[src/wb_accel_params.svh]
// Address map and CRC constants for the Wishbone stream accelerator
// Both registers sit in the user-project window starting at 0x3000_0000
`ifndef WB_ACCEL_PARAMS_SVH
`define WB_ACCEL_PARAMS_SVH

// ----------------------------------------------------------------------
// Bus address map
// ----------------------------------------------------------------------
`define WB_BASE_ADDR  32'h3000_0000
`define WB_ACCEL_ADDR (`WB_BASE_ADDR + 32'd4)

// ----------------------------------------------------------------------
// CRC-16 lane
// ----------------------------------------------------------------------
// CCITT polynomial, MSB-first, all-ones seed
`define CRC_POLY 16'h1021
`define CRC_SEED 16'hFFFF
`define CRC_BITS 32

`endif

[src/wb_accel_pkg.sv]
// Shared types for the Wishbone stream accelerator
// Result word packs the CRC in bits 31:16 and the checksum in bits 15:0
package wb_accel_pkg;

  // Bus widths
  typedef logic [31:0] wb_addr_t;
  typedef logic [31:0] wb_data_t;

  // Lane result widths
  typedef logic [15:0] crc_t;
  typedef logic [15:0] csum_t;

  // Controller FSM
  typedef enum logic [1:0] {
    IDLE = 2'd0,
    BUSY = 2'd1,
    DONE = 2'd2,
    LOOP = 2'd3
  } ctrl_state_e;

  // Joined result as returned on a read of the accelerator address
  typedef struct packed {
    crc_t  crc;
    csum_t csum;
  } accel_result_t;

endpackage

[src/crc16_lane.sv]
// Bit-serial CRC-16 over one 32-bit word, MSB first
// done_o pulses CRC_BITS cycles after the start edge; crc_o holds until next start
`timescale 1ns/1ps
`include "wb_accel_params.svh"

module crc16_lane (
  input  logic                   clk,
  input  logic                   reset,
  input  logic                   start_i,
  input  wb_accel_pkg::wb_data_t data_i,
  output logic                   done_o,
  output wb_accel_pkg::crc_t     crc_o
);

  localparam int CNT_W = $clog2(`CRC_BITS + 1);
  localparam logic [CNT_W-1:0] LAST_STEP = CNT_W'(`CRC_BITS - 1);

  logic                   busy_q;
  logic [CNT_W-1:0]       cnt_q;
  wb_accel_pkg::wb_data_t shift_q;
  wb_accel_pkg::crc_t     crc_q;

  // One step of the CRC update for a single input bit
  function automatic wb_accel_pkg::crc_t crc_step(input wb_accel_pkg::crc_t crc,
                                                  input logic bit_in);
    logic fb;
    fb = crc[15] ^ bit_in;
    return {crc[14:0], 1'b0} ^ (fb ? `CRC_POLY : 16'h0000);
  endfunction

  // Control state
  always_ff @(posedge clk) begin
    if (reset) begin
      busy_q <= 1'b0;
      done_o <= 1'b0;
      cnt_q  <= '0;
    end else begin
      done_o <= 1'b0;
      if (start_i) begin
        // First bit is consumed at the load edge
        busy_q <= 1'b1;
        cnt_q  <= CNT_W'(1);
      end else if (busy_q) begin
        cnt_q <= cnt_q + 1'b1;
        if (cnt_q == LAST_STEP) begin
          busy_q <= 1'b0;
          done_o <= 1'b1;
        end
      end
    end
  end

  // Datapath
  always_ff @(posedge clk) begin
    if (start_i) begin
      crc_q   <= crc_step(`CRC_SEED, data_i[31]);
      shift_q <= {data_i[30:0], 1'b0};
    end else if (busy_q) begin
      crc_q   <= crc_step(crc_q, shift_q[31]);
      shift_q <= {shift_q[30:0], 1'b0};
    end
  end

  assign crc_o = crc_q;

  // Controller must wait for the result before a new job
  no_start_when_busy: assert property (@(posedge clk) disable iff (reset)
    busy_q |-> !start_i);

endmodule

[src/csum_lane.sv]
// Ones'-complement checksum of the two halfwords of a word
// Result is the internet checksum; done_o pulses 2 cycles after start
`timescale 1ns/1ps

module csum_lane (
  input  logic                   clk,
  input  logic                   reset,
  input  logic                   start_i,
  input  wb_accel_pkg::wb_data_t data_i,
  output logic                   done_o,
  output wb_accel_pkg::csum_t    csum_o
);

  logic                stage_q;
  logic [16:0]         sum_q;
  logic [15:0]         folded;
  wb_accel_pkg::csum_t csum_q;

  // Stage tracking and done pulse
  always_ff @(posedge clk) begin
    if (reset) begin
      stage_q <= 1'b0;
      done_o  <= 1'b0;
    end else begin
      stage_q <= start_i;
      done_o  <= stage_q;
    end
  end

  // Cycle one, raw 17-bit sum
  always_ff @(posedge clk) begin
    if (start_i) begin
      sum_q <= {1'b0, data_i[31:16]} + {1'b0, data_i[15:0]};
    end
  end

  // End-around carry, cannot overflow again
  assign folded = sum_q[15:0] + {15'd0, sum_q[16]};

  // Cycle two, fold and invert
  always_ff @(posedge clk) begin
    if (stage_q) begin
      csum_q <= ~folded;
    end
  end

  assign csum_o = csum_q;

endmodule

[src/result_join.sv]
// Joins the CRC and checksum lane results into one stream word
// res_val_o is a level that stays up until res_rdy_i
`timescale 1ns/1ps

module result_join (
  input  logic                        clk,
  input  logic                        reset,
  input  logic                        crc_done_i,
  input  wb_accel_pkg::crc_t          crc_i,
  input  logic                        csum_done_i,
  input  wb_accel_pkg::csum_t         csum_i,
  input  logic                        res_rdy_i,
  output logic                        res_val_o,
  output wb_accel_pkg::accel_result_t res_o
);

  logic                        have_crc_q;
  logic                        have_csum_q;
  wb_accel_pkg::accel_result_t res_q;

  // ----------------------------------------------------------------------
  // Have flags
  // ----------------------------------------------------------------------
  always_ff @(posedge clk) begin
    if (reset) begin
      have_crc_q  <= 1'b0;
      have_csum_q <= 1'b0;
    end else if (res_rdy_i) begin
      have_crc_q  <= 1'b0;
      have_csum_q <= 1'b0;
    end else begin
      if (crc_done_i) begin
        have_crc_q <= 1'b1;
      end
      if (csum_done_i) begin
        have_csum_q <= 1'b1;
      end
    end
  end

  // Result capture, one field per lane
  always_ff @(posedge clk) begin
    if (crc_done_i) begin
      res_q.crc <= crc_i;
    end
    if (csum_done_i) begin
      res_q.csum <= csum_i;
    end
  end

  assign res_val_o = have_crc_q && have_csum_q;
  assign res_o     = res_q;

  // Held result must not move until it is taken
  res_stable: assert property (@(posedge clk) disable iff (reset)
    (res_val_o && !res_rdy_i) |=> (res_val_o && $stable(res_o)));

endmodule

[src/wb_accel_ctrl.sv]
// Wishbone slave for the loopback register and the accelerator job
// Byte selects are ignored; accesses that do not fit the state get no ack
// Only one job in flight and its result must be read before the next start
`timescale 1ns/1ps
`include "wb_accel_params.svh"

module wb_accel_ctrl (
  input  logic                        clk,
  input  logic                        reset,
  // Wishbone slave side
  input  logic                        wbs_stb_i,
  input  logic                        wbs_cyc_i,
  input  logic                        wbs_we_i,
  input  wb_accel_pkg::wb_addr_t      wbs_adr_i,
  input  wb_accel_pkg::wb_data_t      wbs_dat_i,
  output logic                        wbs_ack_o,
  output wb_accel_pkg::wb_data_t      wbs_dat_o,
  // Stream side towards the lanes and the join stage
  output logic                        start_o,
  output wb_accel_pkg::wb_data_t      job_data_o,
  input  logic                        res_val_i,
  input  wb_accel_pkg::accel_result_t res_i,
  output logic                        res_rdy_o
);

  wb_accel_pkg::ctrl_state_e state, next_state;

  logic                   bus_req;
  logic                   is_loop_wr;
  logic                   is_loop_rd;
  logic                   is_accel_wr;
  logic                   is_accel_rd;
  logic                   loop_en;
  logic                   dat_sel;
  wb_accel_pkg::wb_data_t loop_q;

  // ----------------------------------------------------------------------
  // Address and cycle decode
  // ----------------------------------------------------------------------
  always_comb begin
    bus_req     = wbs_stb_i && wbs_cyc_i;
    is_loop_wr  = bus_req && wbs_we_i && (wbs_adr_i == `WB_BASE_ADDR);
    is_loop_rd  = bus_req && !wbs_we_i && (wbs_adr_i == `WB_BASE_ADDR);
    is_accel_wr = bus_req && wbs_we_i && (wbs_adr_i == `WB_ACCEL_ADDR);
    is_accel_rd = bus_req && !wbs_we_i && (wbs_adr_i == `WB_ACCEL_ADDR);
  end

  // ----------------------------------------------------------------------
  // State machine
  // ----------------------------------------------------------------------
  always_ff @(posedge clk) begin
    if (reset) begin
      state <= wb_accel_pkg::IDLE;
    end else begin
      state <= next_state;
    end
  end

  always_comb begin
    next_state = state;
    case (state)
      wb_accel_pkg::IDLE: begin
        if (is_accel_wr) begin
          next_state = wb_accel_pkg::BUSY;
        end else if (is_loop_wr) begin
          next_state = wb_accel_pkg::LOOP;
        end
      end
      // Write is still held by the host until the result shows up
      wb_accel_pkg::BUSY: begin
        if (res_val_i && is_accel_wr) begin
          next_state = wb_accel_pkg::DONE;
        end
      end
      wb_accel_pkg::DONE: begin
        if (is_accel_rd) begin
          next_state = wb_accel_pkg::IDLE;
        end
      end
      wb_accel_pkg::LOOP: begin
        if (is_loop_rd) begin
          next_state = wb_accel_pkg::IDLE;
        end
      end
      default: next_state = wb_accel_pkg::IDLE;
    endcase
  end

  // Outputs are combinational from state and decode
  always_comb begin
    wbs_ack_o = 1'b0;
    start_o   = 1'b0;
    res_rdy_o = 1'b0;
    loop_en   = 1'b0;
    dat_sel   = 1'b0;
    case (state)
      wb_accel_pkg::IDLE: begin
        if (is_accel_wr) begin
          start_o = 1'b1;
        end else if (is_loop_wr) begin
          wbs_ack_o = 1'b1;
          loop_en   = 1'b1;
        end
      end
      wb_accel_pkg::BUSY: begin
        wbs_ack_o = res_val_i && is_accel_wr;
      end
      wb_accel_pkg::DONE: begin
        if (is_accel_rd) begin
          wbs_ack_o = 1'b1;
          res_rdy_o = 1'b1;
          dat_sel   = 1'b1;
        end
      end
      wb_accel_pkg::LOOP: begin
        wbs_ack_o = is_loop_rd;
      end
      default: wbs_ack_o = 1'b0;
    endcase
  end

  // ----------------------------------------------------------------------
  // Loopback register and read data
  // ----------------------------------------------------------------------
  always_ff @(posedge clk) begin
    if (reset) begin
      loop_q <= '0;
    end else if (loop_en) begin
      loop_q <= wbs_dat_i;
    end
  end

  // Job word goes straight from the bus to both lanes
  assign job_data_o = wbs_dat_i;
  assign wbs_dat_o  = dat_sel ? wb_accel_pkg::wb_data_t'(res_i) : loop_q;

  // Ack only ever answers a live bus request
  ack_needs_req: assert property (@(posedge clk) disable iff (reset)
    wbs_ack_o |-> (wbs_stb_i && wbs_cyc_i));

  // A job starts only from IDLE with the join stage empty
  start_from_idle: assert property (@(posedge clk) disable iff (reset)
    start_o |-> ((state == wb_accel_pkg::IDLE) && !res_val_i));

endmodule

[src/wb_accel_top.sv]
// Top level of the Wishbone stream accelerator
// Bus signals pass to the controller; lanes and join sit behind it
`timescale 1ns/1ps

module wb_accel_top (
  input  logic                   clk,
  input  logic                   reset,
  input  logic                   wbs_stb_i,
  input  logic                   wbs_cyc_i,
  input  logic                   wbs_we_i,
  input  wb_accel_pkg::wb_addr_t wbs_adr_i,
  input  wb_accel_pkg::wb_data_t wbs_dat_i,
  output logic                   wbs_ack_o,
  output wb_accel_pkg::wb_data_t wbs_dat_o
);

  logic                        start;
  wb_accel_pkg::wb_data_t      job_data;
  logic                        crc_done;
  wb_accel_pkg::crc_t          crc;
  logic                        csum_done;
  wb_accel_pkg::csum_t         csum;
  logic                        res_val;
  logic                        res_rdy;
  wb_accel_pkg::accel_result_t res;

  wb_accel_ctrl wb_accel_ctrl_inst (
    .clk        (clk),
    .reset      (reset),
    .wbs_stb_i  (wbs_stb_i),
    .wbs_cyc_i  (wbs_cyc_i),
    .wbs_we_i   (wbs_we_i),
    .wbs_adr_i  (wbs_adr_i),
    .wbs_dat_i  (wbs_dat_i),
    .wbs_ack_o  (wbs_ack_o),
    .wbs_dat_o  (wbs_dat_o),
    .start_o    (start),
    .job_data_o (job_data),
    .res_val_i  (res_val),
    .res_i      (res),
    .res_rdy_o  (res_rdy)
  );

  // Both lanes start on the same pulse
  crc16_lane crc16_lane_inst (
    .clk     (clk),
    .reset   (reset),
    .start_i (start),
    .data_i  (job_data),
    .done_o  (crc_done),
    .crc_o   (crc)
  );

  csum_lane csum_lane_inst (
    .clk     (clk),
    .reset   (reset),
    .start_i (start),
    .data_i  (job_data),
    .done_o  (csum_done),
    .csum_o  (csum)
  );

  result_join result_join_inst (
    .clk         (clk),
    .reset       (reset),
    .crc_done_i  (crc_done),
    .crc_i       (crc),
    .csum_done_i (csum_done),
    .csum_i      (csum),
    .res_rdy_i   (res_rdy),
    .res_val_o   (res_val),
    .res_o       (res)
  );

endmodule

[config.mk]
export PLATFORM = sky130hd
export DESIGN_NAME = wb_accel_top
export DESIGN_NICKNAME = d
export VERILOG_FILES = /design/src/wb_accel_pkg.sv /design/src/crc16_lane.sv /design/src/csum_lane.sv /design/src/result_join.sv /design/src/wb_accel_ctrl.sv /design/src/wb_accel_top.sv
export VERILOG_INCLUDE_DIRS = /design/src
export SDC_FILE = /design/constraint.sdc
export NUM_CORES = 1
export LEC_CHECK = 0
export BUFFER_PORTS_ARGS = -buffer_cell sky130_fd_sc_hd__clkbuf_2
export CORE_MARGIN = 2
export CORE_UTILIZATION = 52
export CTS_CLUSTER_DIAMETER = 120
export DETAILED_ROUTE_END_ITERATION = 7
export GPL_TIMING_DRIVEN = 0
export PLACE_DENSITY = 0.76
export SLEW_MARGIN = 10
export SYNTH_ARGS = -nofsm -noshare
export SYNTH_HDL_FRONTEND = slang
export SYNTH_SLANG_ARGS = --single-unit
[constraint.sdc]
create_clock -name clk -period 2.9 [get_ports clk]
set_input_delay 0.435 -clock clk [delete_from_list [all_inputs] [get_ports clk]]
set_output_delay 0.435 -clock clk [all_outputs]
set_load 0.005 [all_outputs]
==> insert_results.sql, run 1 <==
INSERT INTO impl_metrics (metric_group, metric, value, unit) VALUES
('yosys', 'synth-seq-cells', '158', ''),
('detailed_routing', 'routed_antenna_nets', '0', ''),
('floorplanning', 'fp.dieArea', '0.0146', 'mm²'),
('clock_tree', 'clk_root_buffer_cell', 'sky130_fd_sc_hd__clkbuf_16', ''),
('run', 'max_cap_viols', '0', ''),
('timing', 'period_needed', '3000', 'ps'),
('clock_tree', 'numCtsBuffers', '17', ''),
('power_and_ir_drop', 'power.ir.vdd_worst', '0.000352', 'V'),
('floorplanning', 'row_count', '42', ''),
('timing', 'hold_viol_final', '0', ''),
('detailed_routing', 'route.detailed.vias_per_inst', '5.61', ''),
('place', 'preCtsSetupSlack', '-862', 'ps'),
('timing', 'setup_viol_count_final', '30', ''),
('timing', 'timing.fmax', '334', 'MHz'),
('floorplanning', 'die_h', '121', 'µm'),
('status', 'outcome', 'finished with violations', ''),
('yosys', 'synth_sequential_area_ratio', '60.3', '%'),
('global_route', 'gr-total-overflow', '0', ''),
('place', 'number_of_port_buffers', '99', ''),
('status', 'violations', 'setup timing', ''),
('yosys', 'post_synth_instance_area', '0.00710', 'mm²'),
('clock_tree', 'clock_path_buffers', '2', ''),
('yosys', 'edff_count_synth', '112', ''),
('power_and_ir_drop', 'power_density', '543', 'mW/mm²'),
('place', 'dpl.hpwl', '11.0', 'mm'),
('clock_tree', 'cts_tree', 'yes', ''),
('power_and_ir_drop', 'cellLeakagePower', '3.53', 'nW'),
('global_route', 'track_usage', '22.0', '%'),
('power_and_ir_drop', 'fin_total_pwr', '4.76', 'mW'),
('layout', 'layout.cells.most_common_list', 'sky130_fd_sc_hd__edfxtp_1 (112), sky130_fd_sc_hd__clkbuf_2 (98), sky130_fd_sc_hd__nor2_1 (54), sky130_fd_sc_hd__dfxtp_1 (46), sky130_fd_sc_hd__mux2i_1 (34)', ''),
('timing', 'timing.max_slew.rel_slack', '44.4', '%'),
('worst_setup_path', 'arrival', '2560', 'ps'),
('timing', 'grt_setup_unrepaired', 'true', ''),
('global_route', 'grt_antenna_before_repair', '0', ''),
('yosys', 'syn_nets', '622', ''),
('timing', 'timing.hold.ws', '309', 'ps'),
('clock_tree', 'worst_setup_hold_path_clk_slew', '60', 'ps'),
('worst_setup_path', 'worst_setup_path_end_kind', 'primary output', ''),
('power_and_ir_drop', 'power.net_switching', '0.976', 'mW'),
('worst_setup_path', 'worstPathMaxFanout', '5', ''),
('floorplanning', 'top_level_ports', '102', ''),
('yosys', 'synth.top_cell.area_share', '47.4', '%'),
('layout', 'multi_input_comb_area', '0.00285', 'mm²'),
('detailed_routing', 'detail_route.iter0.violations', '295', ''),
('worst_setup_path', 'worst_ep_required_time', '2470', 'ps'),
('hold_path', 'worstHoldPathType', 'primary input to flip-flop', ''),
('detailed_routing', 'routedWlPerCell', '18.7', 'µm'),
('yosys', 'synth.yosys.warnings', '0', ''),
('power_and_ir_drop', 'power_switching_share', '20.5', '%'),
('yosys', 'synthesis.instances', '533', ''),
('clock_tree', 'clock_insertion_delay_worst_skew', '420', 'ps'),
('yosys', 'postSynth.asyncResetShare', '0', '%'),
('yosys', 'yosysUniqueCellTypes', '49', ''),
('power_and_ir_drop', 'power.internal', '3.78', 'mW'),
('yosys', 'dominantRegCellSynth', 'sky130_fd_sc_hd__edfxtp_1', ''),
('power_and_ir_drop', 'power.clock.fraction', '43.7', '%'),
('floorplanning', 'initial_core_util', '53.4', '%'),
('yosys', 'syn-mean-instance-area', '13.3', 'µm²'),
('detailed_routing', 'detailroute.via_count', '4795', ''),
('layout', 'drive_above_1_share', '34.8', '%'),
('worst_setup_path', 'cp-start-kind', 'primary input', ''),
('layout', 'syn_to_final_growth', '23.3', '%'),
('yosys', 'synth_area_leader', 'sky130_fd_sc_hd__edfxtp_1', ''),
('timing', 'layout_worst_path_cycle_share', '103', '%'),
('floorplanning', 'core', '0.0133', 'mm²'),
('clock_tree', 'hold_bufs_inserted_after_cts', '0', ''),
('place', 'placed_instance_area', '0.00782', 'mm²'),
('detailed_routing', 'finalWirelength', '16.0', 'mm'),
('timing', 'final_critical_path_setup_slack', '-95.4', 'ps'),
('layout', 'final_net_count', '754', ''),
('timing', 'worst-slew-pin-transition', '833', 'ps');
==> synthesized netlist by cell type, drive strengths merged (6+ instances only) <==
| library cell | count |
|---|---|
| mux2i | 34 |
| xor2 | 20 |
| nor4 | 6 |
| o21ai | 10 |
| edfxtp | 112 |
| xnor2 | 14 |
| inv | 6 |
| nand2 | 17 |
| mux2 | 62 |
| nor2 | 55 |
| buf | 11 |
| nor3 | 14 |
| a211oi | 6 |
| ha | 19 |
| nand4 | 11 |
| nand3 | 8 |
| clkbuf | 10 |
| or2 | 14 |
| dfxtp | 46 |
| a21oi | 16 |
==> layer usage <==
layer  global-route usage, %  wire, µm  vias to the layer above  part of all wire [%]
li1                        -         -                     2247                     -
met1                    25.8      6570                     2339                    41
met2                    37.1      8040                      172                    50
met3                    4.89       798                       37                   5.0
met4                    12.9       590                        0                   3.7
met5                       0         0                        -                     0
==> worst paths after layout <==
check / slack (ps) / cells past startpoint / end / startpoint
hold / removal: 310 / 3 / wb_accel_ctrl_inst.loop_q[14] / wbs_dat_i[14]
setup reg to reg: 420 / 6 / crc16_lane_inst.shift_q[29] / wb_accel_ctrl_inst.state[0]
setup / recovery: -100 / 8 / wbs_dat_o[25] / wbs_adr_i[23]
hold reg to reg: 420 / 0 / result_join_inst.res_o[14] / csum_lane_inst.csum_o[14]
==> logic make-up (layout without fill, tap and decap cells) <==
| logic type | count (synthesis) | in the layout | synth area share, % |
|---|---|---|---|
| adder cells (fa/ha/maj) | 20 | 20 | 3.63 |
| flip-flops | 158 | 158 | 60.3 |
| XOR/XNOR | 34 | 34 | 4.19 |
| AND/OR/NAND/NOR | 148 | 149 | 10.8 |
| buffers and inverters | 27 | 171 | 1.90 |
| AO/OA/AOI/OAI | 50 | 50 | 4.49 |
| multiplexers | 96 | 96 | 14.6 |
==> timing repair <==
action | CTS | global route
buffers inserted | 9 | 2
pin swaps | 5 | 3
cloned | 2 | 2
setup endpoints to repair | 79 | 143
resized for setup | 34 | 17
==> power by group through the flow <==
stage | Combinational [mW] | Clock (mW) | Sequential, mW
2_1_floorplan | 0.152 | 0 | 2.45
3_3_place_gp | 0.248 | 0 | 2.45
3_5_place_dp | 0.261 | 0 | 2.45
4_1_cts | 0.265 | 2.11 | 2.40
5_1_grt | 0.302 | 2.20 | 2.40
6_report | 0.278 | 2.08 | 2.40
==> through the flow <==
stage / TNS, ps / util [%] / std cells
6_report: -1200 / 65.9 / 854
3_3_place_gp: -53620 / 58.8 / 808
4_1_cts: -2180 / 64.8 / 850
3_5_place_dp: -65240 / 58.8 / 808
5_1_grt: -5500 / 65.9 / 854
2_1_floorplan: 0 / - / 533
==> sequential cells by signal (all words and copies together) (netlist names), 2 cells and up <==
register and count:
wb_accel_ctrl_inst.state 2, csum_lane_inst.sum_q 17, crc16_lane_inst.cnt_q 6, csum_lane_inst.csum_o 16, crc16_lane_inst.shift_q 31, crc16_lane_inst.crc_o 16
result_join_inst.res_o 32, wb_accel_ctrl_inst.loop_q 32
==> area by class of cell <==
cell class                 count  area share (%)
clock buffer                  27            6.12
buffer                        20            1.54
tap                          176            2.52
sequential                   158            48.9
clock inverter                 5           0.329
timing repair buffer         113            7.75
inverter                       6           0.257
multi-input combinational    349            32.6
==> worst max-delay path: stages <==
cell,delay (ps)
sky130_fd_sc_hd__clkbuf_2,80
sky130_fd_sc_hd__or3_4,380
sky130_fd_sc_hd__or4_4,570
sky130_fd_sc_hd__nor4b_4,260
sky130_fd_sc_hd__buf_6,210
sky130_fd_sc_hd__buf_8,150
sky130_fd_sc_hd__mux2_1,350
sky130_fd_sc_hd__clkbuf_2,120
Power figures use the tool's default switching activity.
==> run 2: changes to the inputs <==
--- a/config.mk
+++ b/config.mk
@@ -6,13 +6,14 @@
 export SDC_FILE = /design/constraint.sdc
 export NUM_CORES = 1
 export LEC_CHECK = 0
+export ABC_CLOCK_PERIOD_IN_PS = 2900
 export BUFFER_PORTS_ARGS = -buffer_cell sky130_fd_sc_hd__clkbuf_2
 export CORE_MARGIN = 2
 export CORE_UTILIZATION = 52
 export CTS_CLUSTER_DIAMETER = 120
 export DETAILED_ROUTE_END_ITERATION = 7
-export GPL_TIMING_DRIVEN = 0
-export PLACE_DENSITY = 0.76
+export GPL_TIMING_DRIVEN = 1
+export PLACE_DENSITY = 0.86
 export SLEW_MARGIN = 10
 export SYNTH_ARGS = -nofsm -noshare
 export SYNTH_HDL_FRONTEND = slang
==> insert_results.sql, run 2 (synthesis gave the netlist of run 1 again) <==
INSERT INTO impl_metrics (metric_group, metric, value, unit) VALUES
('status', 'outcome', 'finished with violations', ''),
('status', 'violations', 'setup timing', ''),
('global_route', 'gr-total-overflow', '0', ''),
('detailed_routing', 'finalWirelength', '16.4', 'mm'),
('clock_tree', 'numCtsBuffers', '17', ''),
('floorplanning', 'top_level_ports', '102', ''),
('hold_path', 'worstHoldPathType', 'primary input to flip-flop', ''),
('timing', 'hold_viol_final', '0', ''),
('floorplanning', 'fp.dieW', '121', 'µm'),
('place', 'placed_instance_area', '0.00788', 'mm²'),
('global_route', 'grt_max_degree', '47', ''),
('global_route', 'first_global_vias', '4727', ''),
('detailed_routing', 'drc', '0', ''),
('timing', 'timing.max_slew.rel_slack', '29.7', '%'),
('place', 'gp_congestion', '0.873', ''),
('timing', 'timing_max_transition_violations_final', '0', ''),
('timing', 'totalNegativeSetupSlack', '-3950', 'ps'),
('layout', 'diodes', '0', ''),
('power_and_ir_drop', 'power_density', '563', 'mW/mm²'),
('layout', 'design_area', '0.00880', 'mm²'),
('floorplanning', 'initial_core_util', '53.4', '%'),
('detailed_routing', 'route.detailed.vias_per_inst', '5.84', ''),
('layout', 'drive_above_1_share', '36.1', '%'),
('worst_setup_path', 'cp_top_family', 'simple AND/OR/NAND/NOR gates', ''),
('detailed_routing', 'drtPass1Iterations', '5', ''),
('worst_setup_path', 'path_cells', 'clkbuf_2, or3_4, or4_4, nor4b_4, buf_6, clkbuf_16, mux2_4, buf_6', ''),
('power_and_ir_drop', 'power.ir.vdd_worst', '0.000402', 'V'),
('detailed_routing', 'routedWlPerCell', '19.5', 'µm'),
('timing', 'period_needed', '3060', 'ps'),
('worst_setup_path', 'arrival', '2630', 'ps'),
('worst_setup_path', 'worstPathMaxFanout', '8', ''),
('timing', 'setup_viol_count_final', '32', ''),
('floorplanning', 'fp.dieArea', '0.0146', 'mm²'),
('clock_tree', 'cts_tree', 'yes', ''),
('clock_tree', 'htree_levels', '4', ''),
('worst_setup_path', 'crit_type', 'primary input to primary output', ''),
('layout', 'syn_to_final_growth', '24.0', '%'),
('timing', 'grt_setup_unrepaired', 'true', ''),
('timing', 'worst-slew-pin-transition', '1050', 'ps'),
('clock_tree', 'clk_root_buffer_cell', 'sky130_fd_sc_hd__clkbuf_16', ''),
('worst_setup_path', 'timing.critical_path.slowest_cell_delay', '570', 'ps'),
('global_route', 'track_usage', '21.4', '%'),
('timing', 'layout_worst_path_cycle_share', '106', '%'),
('place', 'dpl.hpwl', '10.5', 'mm'),
('clock_tree', 'worst_setup_hold_path_clk_slew', '70', 'ps'),
('floorplanning', 'row_count', '42', ''),
('layout', 'layout.cells.most_common_list', 'sky130_fd_sc_hd__edfxtp_1 (112), sky130_fd_sc_hd__clkbuf_2 (99), sky130_fd_sc_hd__nor2_1 (55), sky130_fd_sc_hd__dfxtp_1 (46), sky130_fd_sc_hd__mux2i_1 (34)', ''),
('floorplanning', 'die_h', '121', 'µm'),
('timing', 'finClkSkew', '9.00', 'ps'),
('place', 'place.detailed.instances', '802', ''),
('layout', 'final_common_cell', 'sky130_fd_sc_hd__edfxtp_1', ''),
('global_route', 'grt_first_pass_wirelength', '23.9', 'mm'),
('clock_tree', 'numClockSinks', '158', ''),
('place', 'preCtsSetupSlack', '-149', 'ps'),
('worst_setup_path', 'worst_setup_path_end_kind', 'primary output', ''),
('detailed_routing', 'routed_antenna_nets', '0', ''),
('global_route', 'grt_antenna_before_repair', '0', ''),
('place', 'number_of_port_buffers', '101', ''),
('layout', 'final_net_count', '741', ''),
('worst_setup_path', 'cp-start-kind', 'primary input', ''),
('worst_setup_path', 'worst-path-buf-inv', '4', ''),
('power_and_ir_drop', 'cellLeakagePower', '3.51', 'nW'),
('floorplanning', 'core', '0.0133', 'mm²'),
('worst_setup_path', 'crit_slowest_cell', 'sky130_fd_sc_hd__or4_4', ''),
('detailed_routing', 'detailroute.via_count', '4909', ''),
('worst_setup_path', 'critical-path-top-cell-by-count', 'sky130_fd_sc_hd__buf_6', ''),
('run', 'max_cap_viols', '0', ''),
('timing', 'timing.fmax', '326', 'MHz'),
('clock_tree', 'clock_insertion_delay_worst_skew', '430', 'ps'),
('detailed_routing', 'detail_route.iter0.violations', '327', ''),
('timing', 'final_critical_path_setup_slack', '-164', 'ps'),
('clock_tree', 'clock_path_buffers', '2', ''),
('worst_setup_path', 'worst_ep_required_time', '2470', 'ps'),
('layout', 'layout.cells.non_filler', '841', ''),
('layout', 'fillers', '904', '');
==> run 2: cell types whose count changed in the layout (fill, tap and decap cells not counted), moves of 3 or more <==
cell                         previous run  this run
sky130_fd_sc_hd__clkbuf_1              14         0
sky130_fd_sc_hd__mux2_2                33        30
sky130_fd_sc_hd__buf_12                 2         5
sky130_fd_sc_hd__clkinvlp_4             0         3
sky130_fd_sc_hd__inv_6                  0         3
sky130_fd_sc_hd__mux2_4                26        32
sky130_fd_sc_hd__clkinv_2               4         1
sky130_fd_sc_hd__mux2_1                 3         0
sky130_fd_sc_hd__buf_4                 12         9
==> run 2: path summary, 6_finish.rpt <==
path / endpoint / from / slack (ps) / cells past startpoint
setup reg to reg: crc16_lane_inst.crc_o[4] / wb_accel_ctrl_inst.state[0] / 880 / 6
setup / recovery: wbs_dat_o[17] / wbs_adr_i[23] / -160 / 8
hold reg to reg: result_join_inst.res_o[6] / csum_lane_inst.csum_o[6] / 420 / 0
hold / removal: wb_accel_ctrl_inst.loop_q[18] / wbs_dat_i[18] / 300 / 3
==> run 2: layer usage <==
| layer | GRT usage, % | vias to the layer above | routed length, µm |
|---|---|---|---|
| li1 | - | 2227 | - |
| met2 | 35.4 | 255 | 8010 |
| met5 | 0 | - | 0 |
| met4 | 9.45 | 0 | 520 |
| met1 | 27.3 | 2375 | 6550 |
| met3 | 4.56 | 52 | 1320 |
==> run 2: what timing repair did <==
| action | 4_1_cts | 5_1_grt |
|---|---|---|
| gates resized for setup | 3 | 46 |
| gates cloned | 0 | 5 |
| setup endpoints to repair | 32 | 32 |
| hold buffers | 0 | 0 |
| pin swaps | 0 | 5 |
| buffers inserted | 0 | 2 |
| endpoints found under the hold margin | 0 | 0 |
==> run 2: stage by stage <==
stage | power (mW) | util (%) | hold WS, ps
finish | 4.96 | 66.2 | 299
global route | 5.10 | 66.2 | 302
detailed placement | 2.71 | 59.3 | 406
CTS | 4.96 | 64.0 | 295
floorplan | 2.60 | - | 400
global placement | 2.70 | 59.3 | 400
==> run 2: power breakdown <==
group	internal (mW)	total [mW]	switching [mW]
clock	1.36	2.27	0.918
combinational	0.116	0.283	0.167
sequential	2.40	2.40	0.0000000000480
total	3.87	4.96	1.08
==> run 2: layout make-up <==
cell class                 instances  area, µm²  area share (%)
multi-input combinational        348       2860            32.5
clock inverter                    13        151            1.72
clock buffer                      19        464            5.27
timing repair buffer             121        798            9.07
sequential                       158       4280            48.7
tap                              176        220            2.50
inverter                           6       22.5           0.256
==> run 2: worst reg2reg max path, stage by stage, from the launching register on <==
cell                       delay [ps]
sky130_fd_sc_hd__dfxtp_1          470
sky130_fd_sc_hd__nand2b_1         340
sky130_fd_sc_hd__nor4_4           100
sky130_fd_sc_hd__buf_12           190
sky130_fd_sc_hd__buf_4            210
sky130_fd_sc_hd__buf_4            190
sky130_fd_sc_hd__or2_2            270
==> run 3: changes to the inputs <==
--- a/config.mk
+++ b/config.mk
@@ -7,13 +7,14 @@
 export NUM_CORES = 1
 export LEC_CHECK = 0
 export ABC_CLOCK_PERIOD_IN_PS = 2900
-export BUFFER_PORTS_ARGS = -buffer_cell sky130_fd_sc_hd__clkbuf_2
-export CORE_MARGIN = 2
+export BUFFER_PORTS_ARGS = -buffer_cell sky130_fd_sc_hd__buf_2
+export CORE_MARGIN = 4
 export CORE_UTILIZATION = 52
 export CTS_CLUSTER_DIAMETER = 120
 export DETAILED_ROUTE_END_ITERATION = 7
 export GPL_TIMING_DRIVEN = 1
 export PLACE_DENSITY = 0.86
+export SETUP_SLACK_MARGIN = 0.15
 export SLEW_MARGIN = 10
 export SYNTH_ARGS = -nofsm -noshare
 export SYNTH_HDL_FRONTEND = slang
==> insert_results.sql, run 3 (synthesis gave the netlist of run 1 again) <==
INSERT INTO impl_metrics (metric_group, metric, value, unit) VALUES
('place', 'placed_instance_area', '0.00795', 'mm²'),
('power_and_ir_drop', 'power.clock.fraction', '45.5', '%'),
('clock_tree', 'clock_path_buffers', '2', ''),
('detailed_routing', 'routedWlPerCell', '19.6', 'µm'),
('detailed_routing', 'routed_antenna_nets', '0', ''),
('worst_setup_path', 'worst_setup_path_end_kind', 'primary output', ''),
('clock_tree', 'hold_bufs_inserted_after_cts', '0', ''),
('clock_tree', 'numClockSinks', '158', ''),
('timing', 'setup_viol_count_final', '53', ''),
('place', 'number_of_port_buffers', '101', ''),
('detailed_routing', 'finalWirelength', '16.7', 'mm'),
('floorplanning', 'die_h', '125', 'µm'),
('floorplanning', 'fp.dieW', '125', 'µm'),
('power_and_ir_drop', 'cellLeakagePower', '3.66', 'nW'),
('global_route', 'track_usage', '21.0', '%'),
('timing', 'timing.max_slew.rel_slack', '38.6', '%'),
('floorplanning', 'fp.dieArea', '0.0156', 'mm²'),
('hold_path', 'worstHoldPathType', 'primary input to flip-flop', ''),
('clock_tree', 'htree_levels', '4', ''),
('layout', 'layout.area.seq', '0.00428', 'mm²'),
('clock_tree', 'clk_root_buffer_cell', 'sky130_fd_sc_hd__clkbuf_16', ''),
('power_and_ir_drop', 'power_frac_comb', '5.8', '%'),
('run', 'max_cap_viols', '0', ''),
('layout', 'layout.cells.most_common_list', 'sky130_fd_sc_hd__edfxtp_1 (112), sky130_fd_sc_hd__buf_2 (77), sky130_fd_sc_hd__nor2_1 (55), sky130_fd_sc_hd__dfxtp_1 (46), sky130_fd_sc_hd__mux2i_1 (33)', ''),
('power_and_ir_drop', 'power_switching_share', '20.3', '%'),
('layout', 'drive_above_1_share', '34.9', '%'),
('layout', 'diodes', '0', ''),
('floorplanning', 'top_level_ports', '102', ''),
('worst_setup_path', 'worstPathMaxFanout', '5', ''),
('layout', 'final_net_count', '753', ''),
('floorplanning', 'initial_core_util', '53.4', '%'),
('global_route', 'grt_max_degree', '47', ''),
('worst_setup_path', 'path_cells', 'buf_6, nor4_4, nand4_1, or4_4, nor4b_4, buf_6, buf_12, buf_12, mux2_1, buf_2', ''),
('place', 'dpl.hpwl', '10.8', 'mm'),
('worst_setup_path', 'timing.critical_path.slowest_cell_delay', '590', 'ps'),
('floorplanning', 'core', '0.0133', 'mm²'),
('global_route', 'first_global_vias', '4906', ''),
('detailed_routing', 'drc', '0', ''),
('clock_tree', 'clock_insertion_delay_worst_skew', '430', 'ps'),
('power_and_ir_drop', 'power.net_switching', '1.00', 'mW'),
('worst_setup_path', 'cp-start-kind', 'primary input', ''),
('detailed_routing', 'route.detailed.vias_per_inst', '5.70', ''),
('layout', 'multi_input_comb_area', '0.00286', 'mm²'),
('clock_tree', 'worst_setup_hold_path_clk_slew', '60', 'ps'),
('detailed_routing', 'drtPass1Iterations', '5', ''),
('worst_setup_path', 'arrival', '2650', 'ps'),
('power_and_ir_drop', 'flop_pwr_share', '48.7', '%'),
('timing', 'finClkSkew', '6.99', 'ps'),
('power_and_ir_drop', 'power_density', '543', 'mW/mm²'),
('timing', 'worst-slew-pin-transition', '920', 'ps'),
('timing', 'hold_viol_final', '0', ''),
('clock_tree', 'cts_tree', 'yes', ''),
('worst_setup_path', 'worst_ep_required_time', '2470', 'ps'),
('global_route', 'grt_antenna_before_repair', '1', ''),
('timing', 'timing.fmax', '324', 'MHz'),
('layout', 'fillers', '889', ''),
('worst_setup_path', 'crit_slowest_cell', 'sky130_fd_sc_hd__or4_4', ''),
('layout', 'final_common_cell', 'sky130_fd_sc_hd__edfxtp_1', ''),
('floorplanning', 'row_count', '42', ''),
('status', 'violations', 'setup timing', ''),
('global_route', 'grt_first_pass_wirelength', '25.7', 'mm'),
('detailed_routing', 'detail_route.iter0.violations', '391', ''),
('place', 'place.detailed.instances', '804', ''),
('place', 'gp_congestion', '0.900', ''),
('timing', 'grt_setup_unrepaired', 'true', ''),
('status', 'outcome', 'finished with violations', ''),
('power_and_ir_drop', 'power.ir.vdd_worst', '0.000332', 'V'),
('layout', 'syn_to_final_growth', '27.8', '%'),
('layout', 'layout.cells.non_filler', '853', ''),
('worst_setup_path', 'crit_type', 'primary input to primary output', ''),
('power_and_ir_drop', 'power.internal', '3.93', 'mW'),
('detailed_routing', 'detailroute.via_count', '4859', ''),
('timing', 'timing_max_transition_violations_final', '0', ''),
('timing', 'layout_worst_path_cycle_share', '107', '%'),
('timing', 'period_needed', '3090', 'ps'),
('layout', 'design_area', '0.00907', 'mm²'),
('timing', 'final_critical_path_setup_slack', '-189', 'ps'),
('global_route', 'gr-total-overflow', '0', ''),
('clock_tree', 'numCtsBuffers', '17', '');
run 3: cell types whose count changed in the layout (fill, tap and decap cells not counted), sizes merged:
cell      before  now
clkinvlp       3    0
inv           10    6
bufinv         2    1
clkinv         4    3
clkbuf       121   31
buf           19  130
run 3: final cells by class:
type	count	share of cell area [%]
clock inverter	4	0.496
multi-input combinational	348	31.5
sequential	158	47.2
timing repair buffer	133	12.0
tap	176	2.43
inverter	6	0.248
clock buffer	28	6.18
run 3: worst paths after layout:
kind | start | end | slack (ps) | depth (start not counted)
hold / removal | wbs_dat_i[23] | wb_accel_ctrl_inst.loop_q[23] | 290 | 3
setup / recovery | wbs_adr_i[13] | wbs_dat_o[16] | -190 | 10
setup reg to reg | wb_accel_ctrl_inst.state[0] | crc16_lane_inst.crc_o[0] | 880 | 6
hold reg to reg | csum_lane_inst.csum_o[10] | result_join_inst.res_o[10] | 410 | 0
run 3: routing by layer:
metal / global-route usage (%) / routed length [µm] / part of all wire, %
met5: 0 / 12 / 0.072
met2: 35.9 / 8400 / 50
met1: 26.0 / 6950 / 42
met4: 6.12 / 369 / 2.2
met3: 6.09 / 987 / 5.9
run 3: through the flow:
step / worst slack (ps) / power, mW / hold slack (ps) / TNS, ps / util (%)
CTS: -146 / 4.94 / 291 / -4100 / 65.8
floorplan: 111 / 2.60 / 400 / 0 / -
detailed placement: -203 / 2.72 / 406 / -5060 / 59.8
finish: -189 / 4.93 / 290 / -5340 / 68.2
global route: -260 / 5.07 / 310 / -10310 / 68.2
global placement: -111 / 2.70 / 402 / -2900 / 59.8
run 3: power by group through the flow:
stage	Sequential [mW]	Combinational, mW	Clock, mW
3_3_place_gp	2.45	0.255	0
2_1_floorplan	2.45	0.155	0
5_1_grt	2.40	0.311	2.36
4_1_cts	2.40	0.277	2.26
3_5_place_dp	2.45	0.269	0
6_report	2.40	0.286	2.24
run 3: timing repair:
| action | CTS | global route |
|---|---|---|
| resized for setup | 18 | 44 |
| pin swaps | 0 | 2 |
| cloned | 1 | 3 |
| buffers inserted | 10 | 3 |
| endpoints found under the setup margin | 32 | 83 |
run 3: critical path, delay by kind of cell:
kind,cells,cell delay (ps)
buffers and inverters,5,600
and+or+nand+nor,4,1270
muxes,1,320
